File: config.mk
export PLATFORM = sky130hd
export DESIGN_NAME = pong_top
export DESIGN_NICKNAME = d
export VERILOG_FILES = /design/src/source/game_pkg.sv /design/src/source/screen_pkg.sv /design/src/source/ball_unit.sv /design/src/source/court_painter.sv /design/src/source/draw_sequencer.sv /design/src/source/paddle_unit.sv /design/src/source/pong_top.sv
export SDC_FILE = /design/constraint.sdc
export NUM_CORES = 1
export LEC_CHECK = 0
export BUFFER_PORTS_ARGS = -buffer_cell sky130_fd_sc_hd__clkbuf_2
export CORE_UTILIZATION = 30
export DETAILED_ROUTE_END_ITERATION = 8
export SETUP_SLACK_MARGIN = 0.2
export SKIP_CTS_REPAIR_TIMING = 1
export SYNTH_ARGS = -nofsm -noshare
export SYNTH_HDL_FRONTEND = slang
export SYNTH_SLANG_ARGS = --single-unit
File: constraint.sdc
create_clock -name clk -period 6.7 [get_ports clk]
set_input_delay 0.67 -clock clk [delete_from_list [all_inputs] [get_ports clk]]
set_output_delay 0.67 -clock clk [all_outputs]
set_load 0.01 [all_outputs]
File: src/source/game_pkg.sv
// Game rules shared by the sequencer, ball unit and testbench: phases, scores, angle table
package game_pkg;

	// Sequencer phases, court once, then the per-frame loop
	typedef enum logic [3:0] {
		INIT          = 4'd0,
		COURT         = 4'd1,
		WAIT          = 4'd2,
		ERASE_PADDLES = 4'd3,
		ERASE_BALL    = 4'd4,
		UPDATE        = 4'd5,
		DRAW_PADDLES  = 4'd6,
		DRAW_BALL     = 4'd7,
		OVER          = 4'd8
	} phase_t;

	// Score per player
	typedef logic [3:0] score_t;

	// First player to this wins and the game freezes
	localparam score_t WIN_SCORE = 4'd10;

	// Angle zones along a paddle
	localparam int ZONE_ROWS = 2;
	localparam int ZONE_COUNT = 10;

	// Frames per one-pixel step
	typedef logic [1:0] period_t;

	// Steepness index
	// 0 is 75 deg, 1 is 60, 2 is 45, 3 is 30, 4 is 15
	localparam int STEEP_45 = 2;

	// Frames per x step, steep angles crawl sideways
	localparam period_t zone_x_period [0:4] = '{
		2'd3,
		2'd2,
		2'd1,
		2'd1,
		2'd1
	};

	// Frames per y step, shallow angles crawl vertically
	localparam period_t zone_y_period [0:4] = '{
		2'd1,
		2'd1,
		2'd1,
		2'd2,
		2'd3
	};

endpackage

File: src/source/screen_pkg.sv
// Screen geometry, pixel types and court placement shared by the RTL and the testbench
package screen_pkg;

	// Pixel coordinates for a 160x120 frame buffer
	typedef logic [7:0] x_t;
	typedef logic [6:0] y_t;

	// One bit per RGB channel
	typedef logic [2:0] colour_t;

	localparam int SCREEN_W = 160;
	localparam int SCREEN_H = 120;

	// Court lines
	localparam y_t COURT_TOP = 7'd30;
	localparam x_t CENTRE_X = 8'd80;

	localparam colour_t COLOUR_WHITE = 3'b111;
	localparam colour_t COLOUR_BLACK = 3'b000;

	// Paddles, both vertical and one pixel wide
	localparam int PADDLE_LEN = 20;
	localparam x_t P1_X = 8'd5;
	localparam x_t P2_X = 8'd155;
	localparam y_t PADDLE_START_Y = 7'd75;

	// Top row clamp keeps the paddle under the boundary and on screen
	localparam y_t PADDLE_TOP_MIN = 7'd31;
	localparam y_t PADDLE_TOP_MAX = 7'd98;

	// Ball serve point and bounce rows
	localparam x_t BALL_START_X = 8'd80;
	localparam y_t BALL_START_Y = 7'd75;
	localparam y_t BALL_Y_MIN = 7'd32;
	localparam y_t BALL_Y_MAX = 7'd119;

endpackage

File: src/source/ball_unit.sv
// Ball motion, wall and paddle bounces, angle zones, scoring and re-serve, one step per frame
module ball_unit (
	input logic clk,
	input logic resetn,
	input logic frame_update,
	input screen_pkg::y_t paddle1_y,
	input screen_pkg::y_t paddle2_y,
	output screen_pkg::x_t ball_x,
	output screen_pkg::y_t ball_y,
	output game_pkg::score_t score_p1,
	output game_pkg::score_t score_p2
);
	import screen_pkg::*;
	import game_pkg::*;

	// Direction, high for rightward and downward
	logic dir_right;
	logic dir_down;

	// Frames per step and frame counters per axis
	period_t x_period;
	period_t y_period;
	period_t x_cnt;
	period_t y_cnt;

	// Scoring edges
	logic left_out;
	logic right_out;

	// Paddle contact decode
	logic at_p1_col;
	logic at_p2_col;
	y_t contact_top;
	y_t offset;
	logic on_paddle;
	logic [3:0] zone;
	logic [2:0] steep;

	// Values after bounces and contact
	logic next_right;
	logic next_down;
	period_t next_x_period;
	period_t next_y_period;
	period_t x_cnt_inc;
	period_t y_cnt_inc;

	assign left_out = (ball_x <= 8'd1);
	assign right_out = (ball_x >= x_t'(SCREEN_W - 1));

	// Ball column just inside each paddle
	assign at_p1_col = (ball_x == P1_X + 8'd2);
	assign at_p2_col = (ball_x == P2_X - 8'd2);
	assign contact_top = at_p1_col ? paddle1_y : paddle2_y;
	assign offset = ball_y - contact_top;
	assign on_paddle = (at_p1_col || at_p2_col) && (ball_y >= contact_top)
		&& (offset < y_t'(PADDLE_LEN));

	// Two rows per zone, steepest at both paddle ends
	assign zone = 4'(offset / y_t'(ZONE_ROWS));
	assign steep = (zone < 4'(ZONE_COUNT / 2)) ? 3'(zone) : 3'(ZONE_COUNT - 1 - zone);

	always_comb begin
		next_right = dir_right;
		next_down = dir_down;
		next_x_period = x_period;
		next_y_period = y_period;
		// Top and bottom walls
		if (ball_y <= BALL_Y_MIN) begin
			next_down = 1'b1;
		end else if (ball_y >= BALL_Y_MAX) begin
			next_down = 1'b0;
		end
		// Paddle hit wins over a wall bounce
		if (on_paddle) begin
			next_right = at_p1_col;
			next_down = (zone >= 4'(ZONE_COUNT / 2));
			next_x_period = zone_x_period[steep];
			next_y_period = zone_y_period[steep];
		end
		x_cnt_inc = x_cnt + 1'b1;
		y_cnt_inc = y_cnt + 1'b1;
	end

	always_ff @(posedge clk) begin
		if (!resetn) begin
			ball_x <= BALL_START_X;
			ball_y <= BALL_START_Y;
			dir_right <= 1'b1;
			dir_down <= 1'b1;
			x_period <= zone_x_period[STEEP_45];
			y_period <= zone_y_period[STEEP_45];
			x_cnt <= '0;
			y_cnt <= '0;
			score_p1 <= '0;
			score_p2 <= '0;
		end else if (frame_update) begin
			if (left_out || right_out) begin
				// Point scored, re-serve toward the side that lost
				if (left_out) begin
					score_p2 <= score_p2 + 1'b1;
				end else begin
					score_p1 <= score_p1 + 1'b1;
				end
				ball_x <= BALL_START_X;
				ball_y <= BALL_START_Y;
				dir_right <= !left_out;
				dir_down <= 1'b1;
				x_period <= zone_x_period[STEEP_45];
				y_period <= zone_y_period[STEEP_45];
				x_cnt <= '0;
				y_cnt <= '0;
			end else begin
				dir_right <= next_right;
				dir_down <= next_down;
				x_period <= next_x_period;
				y_period <= next_y_period;
				// Step an axis once its counter reaches the period
				if (x_cnt_inc >= next_x_period) begin
					x_cnt <= '0;
					ball_x <= next_right ? ball_x + 1'b1 : ball_x - 1'b1;
				end else begin
					x_cnt <= x_cnt_inc;
				end
				if (y_cnt_inc >= next_y_period) begin
					y_cnt <= '0;
					ball_y <= next_down ? ball_y + 1'b1 : ball_y - 1'b1;
				end else begin
					y_cnt <= y_cnt_inc;
				end
			end
		end
	end

endmodule

File: src/source/court_painter.sv
// Streams the court boundary row and the centre column once per start pulse
module court_painter (
	input logic clk,
	input logic resetn,
	input logic court_start,
	output logic court_pixel_valid,
	output screen_pkg::x_t court_x,
	output screen_pkg::y_t court_y,
	output logic court_done
);
	import screen_pkg::*;

	logic active;
	// Second stage, walking the centre column
	logic vertical;
	x_t cx;
	y_t cy;

	always_ff @(posedge clk) begin
		if (!resetn) begin
			active <= 1'b0;
			vertical <= 1'b0;
			cx <= '0;
			cy <= '0;
		end else if (court_start) begin
			active <= 1'b1;
			vertical <= 1'b0;
			cx <= '0;
		end else if (active && !vertical) begin
			// End of top row, centre column starts under it
			if (cx == x_t'(SCREEN_W - 1)) begin
				vertical <= 1'b1;
				cy <= COURT_TOP + 1'b1;
			end else begin
				cx <= cx + 1'b1;
			end
		end else if (active) begin
			if (cy == y_t'(SCREEN_H - 1)) begin
				active <= 1'b0;
			end else begin
				cy <= cy + 1'b1;
			end
		end
	end

	assign court_pixel_valid = active;
	assign court_x = vertical ? CENTRE_X : cx;
	assign court_y = vertical ? cy : COURT_TOP;
	// Last pixel is the bottom of the centre column
	assign court_done = active && vertical && (cy == y_t'(SCREEN_H - 1));

endmodule

File: src/source/draw_sequencer.sv
// Frame tick and phase FSM that picks a pixel source, applies colour and registers the output
module draw_sequencer #(
	parameter int frame_cycles = 833333
) (
	input logic clk,
	input logic resetn,
	input logic court_pixel_valid,
	input screen_pkg::x_t court_x,
	input screen_pkg::y_t court_y,
	input logic court_done,
	input logic paddle_pixel_valid,
	input screen_pkg::x_t paddle_x,
	input screen_pkg::y_t paddle_y,
	input logic paddles_done,
	input screen_pkg::x_t ball_x,
	input screen_pkg::y_t ball_y,
	input game_pkg::score_t score_p1,
	input game_pkg::score_t score_p2,
	output logic court_start,
	output logic paddle_draw,
	output logic frame_update,
	output screen_pkg::x_t pixel_x,
	output screen_pkg::y_t pixel_y,
	output screen_pkg::colour_t colour,
	output logic plot,
	output logic game_over
);
	import screen_pkg::*;
	import game_pkg::*;

	phase_t phase;
	phase_t phase_next;

	// Frame tick counter
	logic [$clog2(frame_cycles)-1:0] tick_cnt;
	logic tick;

	// Selected source pixel, before the output register
	logic src_valid;
	x_t src_x;
	y_t src_y;
	colour_t src_colour;

	assign tick = (tick_cnt == $bits(tick_cnt)'(frame_cycles - 1));

	// Free running, ticks outside WAIT are simply missed
	always_ff @(posedge clk) begin
		if (!resetn || tick) begin
			tick_cnt <= '0;
		end else begin
			tick_cnt <= tick_cnt + 1'b1;
		end
	end

	// Either player at the win score
	assign game_over = (score_p1 >= WIN_SCORE) || (score_p2 >= WIN_SCORE);

	always_comb begin
		phase_next = phase;
		case (phase)
			INIT:          phase_next = COURT;
			COURT:         phase_next = court_done ? WAIT : COURT;
			WAIT:          phase_next = tick ? ERASE_PADDLES : WAIT;
			ERASE_PADDLES: phase_next = paddles_done ? ERASE_BALL : ERASE_PADDLES;
			ERASE_BALL:    phase_next = UPDATE;
			UPDATE:        phase_next = DRAW_PADDLES;
			DRAW_PADDLES:  phase_next = paddles_done ? DRAW_BALL : DRAW_PADDLES;
			// Frame ends here, freeze once someone has won
			DRAW_BALL:     phase_next = game_over ? OVER : WAIT;
			OVER:          phase_next = OVER;
			default:       phase_next = INIT;
		endcase
	end

	always_ff @(posedge clk) begin
		if (!resetn) begin
			phase <= INIT;
		end else begin
			phase <= phase_next;
		end
	end

	// Unit controls
	assign court_start = (phase == INIT);
	assign paddle_draw = (phase == ERASE_PADDLES) || (phase == DRAW_PADDLES);
	assign frame_update = (phase == UPDATE);

	// Source select and colour rules
	always_comb begin
		src_valid = 1'b0;
		src_x = ball_x;
		src_y = ball_y;
		src_colour = COLOUR_WHITE;
		case (phase)
			COURT: begin
				src_valid = court_pixel_valid;
				src_x = court_x;
				src_y = court_y;
			end
			ERASE_PADDLES: begin
				src_valid = paddle_pixel_valid;
				src_x = paddle_x;
				src_y = paddle_y;
				src_colour = COLOUR_BLACK;
			end
			DRAW_PADDLES: begin
				src_valid = paddle_pixel_valid;
				src_x = paddle_x;
				src_y = paddle_y;
			end
			ERASE_BALL: begin
				src_valid = 1'b1;
				// Ball over the centre line puts the line back
				src_colour = (ball_x == CENTRE_X) ? COLOUR_WHITE : COLOUR_BLACK;
			end
			DRAW_BALL: begin
				src_valid = 1'b1;
			end
			default: begin
				src_valid = 1'b0;
			end
		endcase
	end

	// Strobe, one cycle behind the source
	always_ff @(posedge clk) begin
		if (!resetn) begin
			plot <= 1'b0;
		end else begin
			plot <= src_valid;
		end
	end

	// Pixel payload
	always_ff @(posedge clk) begin
		pixel_x <= src_x;
		pixel_y <= src_y;
		colour <= src_colour;
	end

endmodule

File: src/source/paddle_unit.sv
// Paddle positions with button moves, plus a raster of both paddles for erase and draw
module paddle_unit (
	input logic clk,
	input logic resetn,
	input logic p1_up,
	input logic p1_down,
	input logic p2_up,
	input logic p2_down,
	input logic frame_update,
	input logic paddle_draw,
	output screen_pkg::y_t paddle1_y,
	output screen_pkg::y_t paddle2_y,
	output logic paddle_pixel_valid,
	output screen_pkg::x_t paddle_x,
	output screen_pkg::y_t paddle_y,
	output logic paddles_done
);
	import screen_pkg::*;

	// Raster state
	logic streaming;
	logic finished;
	// Low for paddle 1, high for paddle 2
	logic sel;
	logic [4:0] row;

	// One row per frame, up lowers y, conflicting buttons cancel
	function automatic y_t step_paddle(input y_t top, input logic up, input logic down);
		y_t next_top;
		next_top = top;
		if (up && !down && (top > PADDLE_TOP_MIN)) begin
			next_top = top - 1'b1;
		end else if (down && !up && (top < PADDLE_TOP_MAX)) begin
			next_top = top + 1'b1;
		end
		return next_top;
	endfunction

	// Positions only move in UPDATE
	always_ff @(posedge clk) begin
		if (!resetn) begin
			paddle1_y <= PADDLE_START_Y;
			paddle2_y <= PADDLE_START_Y;
		end else if (frame_update) begin
			paddle1_y <= step_paddle(paddle1_y, p1_up, p1_down);
			paddle2_y <= step_paddle(paddle2_y, p2_up, p2_down);
		end
	end

	// Dropping paddle_draw rearms the raster
	always_ff @(posedge clk) begin
		if (!resetn || !paddle_draw) begin
			streaming <= 1'b0;
			finished <= 1'b0;
			sel <= 1'b0;
			row <= '0;
		end else if (!streaming && !finished) begin
			streaming <= 1'b1;
		end else if (streaming) begin
			if (row == 5'(PADDLE_LEN - 1)) begin
				row <= '0;
				if (sel) begin
					streaming <= 1'b0;
					finished <= 1'b1;
				end else begin
					sel <= 1'b1;
				end
			end else begin
				row <= row + 1'b1;
			end
		end
	end

	assign paddle_pixel_valid = streaming;
	assign paddle_x = sel ? P2_X : P1_X;
	assign paddle_y = (sel ? paddle2_y : paddle1_y) + y_t'(row);
	// Bottom row of paddle 2
	assign paddles_done = streaming && sel && (row == 5'(PADDLE_LEN - 1));

endmodule

File: src/source/pong_top.sv
// Pong game top level, emits frame buffer pixel writes from the sequencer and game units
module pong_top #(
	parameter int frame_cycles = 833333
) (
	input logic clk,
	input logic resetn,
	input logic p1_up,
	input logic p1_down,
	input logic p2_up,
	input logic p2_down,
	output screen_pkg::x_t pixel_x,
	output screen_pkg::y_t pixel_y,
	output screen_pkg::colour_t colour,
	output logic plot,
	output game_pkg::score_t score_p1,
	output game_pkg::score_t score_p2,
	output logic game_over
);
	import screen_pkg::*;

	// Court painter
	logic court_start;
	logic court_pixel_valid;
	x_t court_x;
	y_t court_y;
	logic court_done;

	// Paddle unit
	logic paddle_draw;
	logic frame_update;
	y_t paddle1_y;
	y_t paddle2_y;
	logic paddle_pixel_valid;
	x_t paddle_x;
	y_t paddle_y;
	logic paddles_done;

	// Ball unit
	x_t ball_x;
	y_t ball_y;

	draw_sequencer #(
		.frame_cycles(frame_cycles)
	) u_seq (
		.clk(clk),
		.resetn(resetn),
		.court_pixel_valid(court_pixel_valid),
		.court_x(court_x),
		.court_y(court_y),
		.court_done(court_done),
		.paddle_pixel_valid(paddle_pixel_valid),
		.paddle_x(paddle_x),
		.paddle_y(paddle_y),
		.paddles_done(paddles_done),
		.ball_x(ball_x),
		.ball_y(ball_y),
		.score_p1(score_p1),
		.score_p2(score_p2),
		.court_start(court_start),
		.paddle_draw(paddle_draw),
		.frame_update(frame_update),
		.pixel_x(pixel_x),
		.pixel_y(pixel_y),
		.colour(colour),
		.plot(plot),
		.game_over(game_over)
	);

	court_painter u_court (
		.clk(clk),
		.resetn(resetn),
		.court_start(court_start),
		.court_pixel_valid(court_pixel_valid),
		.court_x(court_x),
		.court_y(court_y),
		.court_done(court_done)
	);

	paddle_unit u_paddles (
		.clk(clk),
		.resetn(resetn),
		.p1_up(p1_up),
		.p1_down(p1_down),
		.p2_up(p2_up),
		.p2_down(p2_down),
		.frame_update(frame_update),
		.paddle_draw(paddle_draw),
		.paddle1_y(paddle1_y),
		.paddle2_y(paddle2_y),
		.paddle_pixel_valid(paddle_pixel_valid),
		.paddle_x(paddle_x),
		.paddle_y(paddle_y),
		.paddles_done(paddles_done)
	);

	ball_unit u_ball (
		.clk(clk),
		.resetn(resetn),
		.frame_update(frame_update),
		.paddle1_y(paddle1_y),
		.paddle2_y(paddle2_y),
		.ball_x(ball_x),
		.ball_y(ball_y),
		.score_p1(score_p1),
		.score_p2(score_p2)
	);

endmodule

==> results.cfg <==
[die]
pin_count = 34
start_util_pct = 30.9
die_h_um = 152
die_x_um = 152
rows = 54
dieArea_um2 = 23200
fp.coreArea_um2 = 22000

[final_layout]
diodes = 0
nets = 892
drive_gt1_share_pct = 11.2
fillers = 2279
synthToLayoutAreaGrowth_pct = 14.8

[detailed_routing]
wl_per_cell_um = 14.0
postRouteAntennaNets = 0
drtIter0Drc = 267
drt_first_pass_iters = 9
vias = 5610
wl_mm = 15.8
vias_per_cell = 4.97
route.detailed.drc = 3

[hold_path]
holdPathEnd = u_paddles.paddle_pixel_valid
hold_depth = 1
hp-class = flop to flop
holdCritStartpoint = u_paddles.finished

[global_routing]
grt_pass1_vias = 5249
grt_max_degree = 49
track_usage_pct = 14.2
grt.overflow.total = 0
busiest_layer = met2
met1_usage_pct = 19.5
gr-usage-met3_pct = 3.30
use_met2_pct = 21.7
antenna_found_initial = 0
grt_pass1_wl_mm = 26.5

[clocking]
insertion_delay_ns = 0.42
clkSinkCount = 113
tritoncts = done
htree_levels = 4
root_buffer = clkbuf_16
clk_pin_slew_worst_paths_ns = 0.06
cts_buffer_depth = 2
numCtsBuffers = 17

[place]
portBuffers = 33
place_ws_ns = 1.01
gp_congestion = 0.837
dpl.hpwl_mm = 11.4

[synth]
ys_ff_latch = 113
ys_warn_count = 0
seq_area_frac_synth_pct = 33.4
synth_top_cell_area_share_pct = 33.4
syn_area_um2 = 6780
synth_top_flop_cell = dfxtp_1
synth_cell_types = 74
synth_top_area_cell = dfxtp_1
avgSynthCellArea_um2 = 8.40
synth_most_common_cell = dfxtp_1
ys_top_cells_by_count = 113 x dfxtp_1, 90 x nand2_1, 89 x nor2_1
synth_area_leaders = dfxtp_1 33%, ha_1 8.3%, nand2_1 5.0%
syn_nets = 863
ys_async_sr_fraction_pct = 0
syn_inst = 807
synth_edf_count = 0

[setup_path]
crit_type = flop to flop
cp-end-kind = flop
cp-start-kind = flop
r2r_start = u_ball.ball_x[1]
rr_endpoint = u_ball.ball_y[6]
rrSetupSlack_ns = 0.92
crit_arrival_ns = 6.09
critPathMaxFanout = 12
required_ns = 7.01
rr_worst_depth = 22

[sta]
timing.fmax_mhz = 173
fin_crit_sh_pct = 86.3
setup_viol = 0
fin_crit_ns = 5.78
rsz0062_at_grt = false
hold_violations = 0
worst_slack_ns = 0.917
tns_ns = 0
clock_skew_ns = 0.00915
worst_pin_slew_ns = 0.991
relSlewSlack_pct = 33.4
report.final.slew_viol_count = 0

[power]
p_leak_uw = 0.00321
power_density_nw_per_um2 = 213
ir_worst_vdd_uv = 123

[run_status]
violations = DRC
status = complete, but fails checks

[job]
max-cap-violations = 0
## through the flow
stage | hold slack, ns | cells | cell area (µm²) | utilization (%) | power (µW)
floorplan | 0.415 | 807 | 6780 | - | 737
global placement | 0.427 | 1097 | 7190 | 32.7 | 754
detailed placement | 0.437 | 1097 | 7190 | 32.7 | 755
CTS | 0.444 | 1129 | 7780 | 35.4 | 1680
global route | 0.472 | 1129 | 7780 | 35.4 | 1720
finish | 0.441 | 1129 | 7780 | 35.4 | 1660
## worst max path at each step
stage / from / endpoint / slack, ns / depth (start not counted)
after detailed placement: u_ball.ball_x[1] / u_ball.ball_y[6] / 1.01 / 22
final: u_ball.ball_x[1] / u_ball.ball_y[6] / 0.92 / 22
after global routing: u_ball.ball_x[0] / u_ball.ball_x[7] / 0.52 / 22
after floorplan: u_ball.ball_x[0] / u_ball.ball_y[6] / 1.56 / 23
after CTS: u_ball.ball_x[1] / u_ball.ball_y[6] / 0.95 / 22
after global placement: u_ball.ball_x[1] / u_ball.ball_y[6] / 1.17 / 22
## per-layer routing
| layer | share of wire, % | up-vias | routed length [µm] |
|---|---|---|---|
| met2 | 44 | 123 | 6860 |
| met4 | 1.6 | 0 | 259 |
| li1 | - | 2869 | - |
| met3 | 3.9 | 23 | 620 |
| met5 | 0 | - | 0 |
| met1 | 51 | 2595 | 8030 |
## cell type report
class | count | area [µm²] | share of cell area [%]
Inverter | 41 | 154 | 1.98
Sequential cell | 113 | 2260 | 29.1
Timing Repair Buffer | 34 | 173 | 2.22
Clock buffer | 18 | 429 | 5.52
Clock inverter | 14 | 165 | 2.12
Multi-Input combinational cell | 629 | 4250 | 54.6
Tap cell | 280 | 350 | 4.50
## logic make-up after synthesis
group	after synthesis	synth area share [%]
compound gates	152	15.1
xor+xnor	66	8.64
fa+ha+maj	50	9.79
buf+inv	65	3.95
flops	113	33.4
mux	32	4.86
simple gates	329	24.3
## report_power, final
group / total (µW) / switching (µW) / internal, µW
logic: 55.6 / 35.2 / 20.3
clock network: 921 / 339 / 582
registers: 684 / 5.19 / 679
## cell usage in the layout (no fill, tap or decap), types with 13 or more instances in the layout
cell / instances
a21oi_1: 40
clkbuf_16: 17
clkbuf_2: 33
dfxtp_1: 113
ha_1: 45
inv_1: 41
mux2i_1: 25
nand2_1: 90
nand2b_1: 13
nand3_1: 32
nand4_1: 14
nor2_1: 89
nor2b_1: 18
nor3_1: 20
o21ai_0: 35
xnor2_1: 34
xor2_1: 31
## worst max-delay path: stages (launching register included)
cell	delay, ns
dfxtp_1	0.44
ha_1	0.31
nand4bb_2	0.13
nand2b_1	0.43
nand2_1	0.17
o21ai_0	0.10
ha_1	0.23
fa_1	0.42
nand2b_1	0.21
a21oi_2	0.24
a2111oi_2	0.11
a311oi_2	0.63
o21ai_1	0.26
nand2_1	0.26
ha_1	0.31
nor2b_1	0.14
o21ai_0	0.18
a21boi_0	0.14
o21ai_0	0.14
or2b_2	0.34
and3_4	0.21
o311ai_4	0.22
o21ai_2	0.07
## registers in the layout, indices dropped and copies added (netlist names), 2 cells and up
signal,flops
u_paddles.paddle1_y,7
u_ball.score_p2,4
u_ball.x_period,2
u_ball.x_cnt,2
u_seq.phase,4
u_ball.score_p1,4
u_seq.pixel_y,7
u_paddles.paddle2_y,7
u_ball.ball_x,8
u_ball.y_period,2
u_seq.pixel_x,8
u_court.cy,7
u_paddles.row,5
u_court.cx,8
u_seq.tick_cnt,20
u_ball.y_cnt,2
u_ball.ball_y,7
Power figures use the tool's default switching activity.
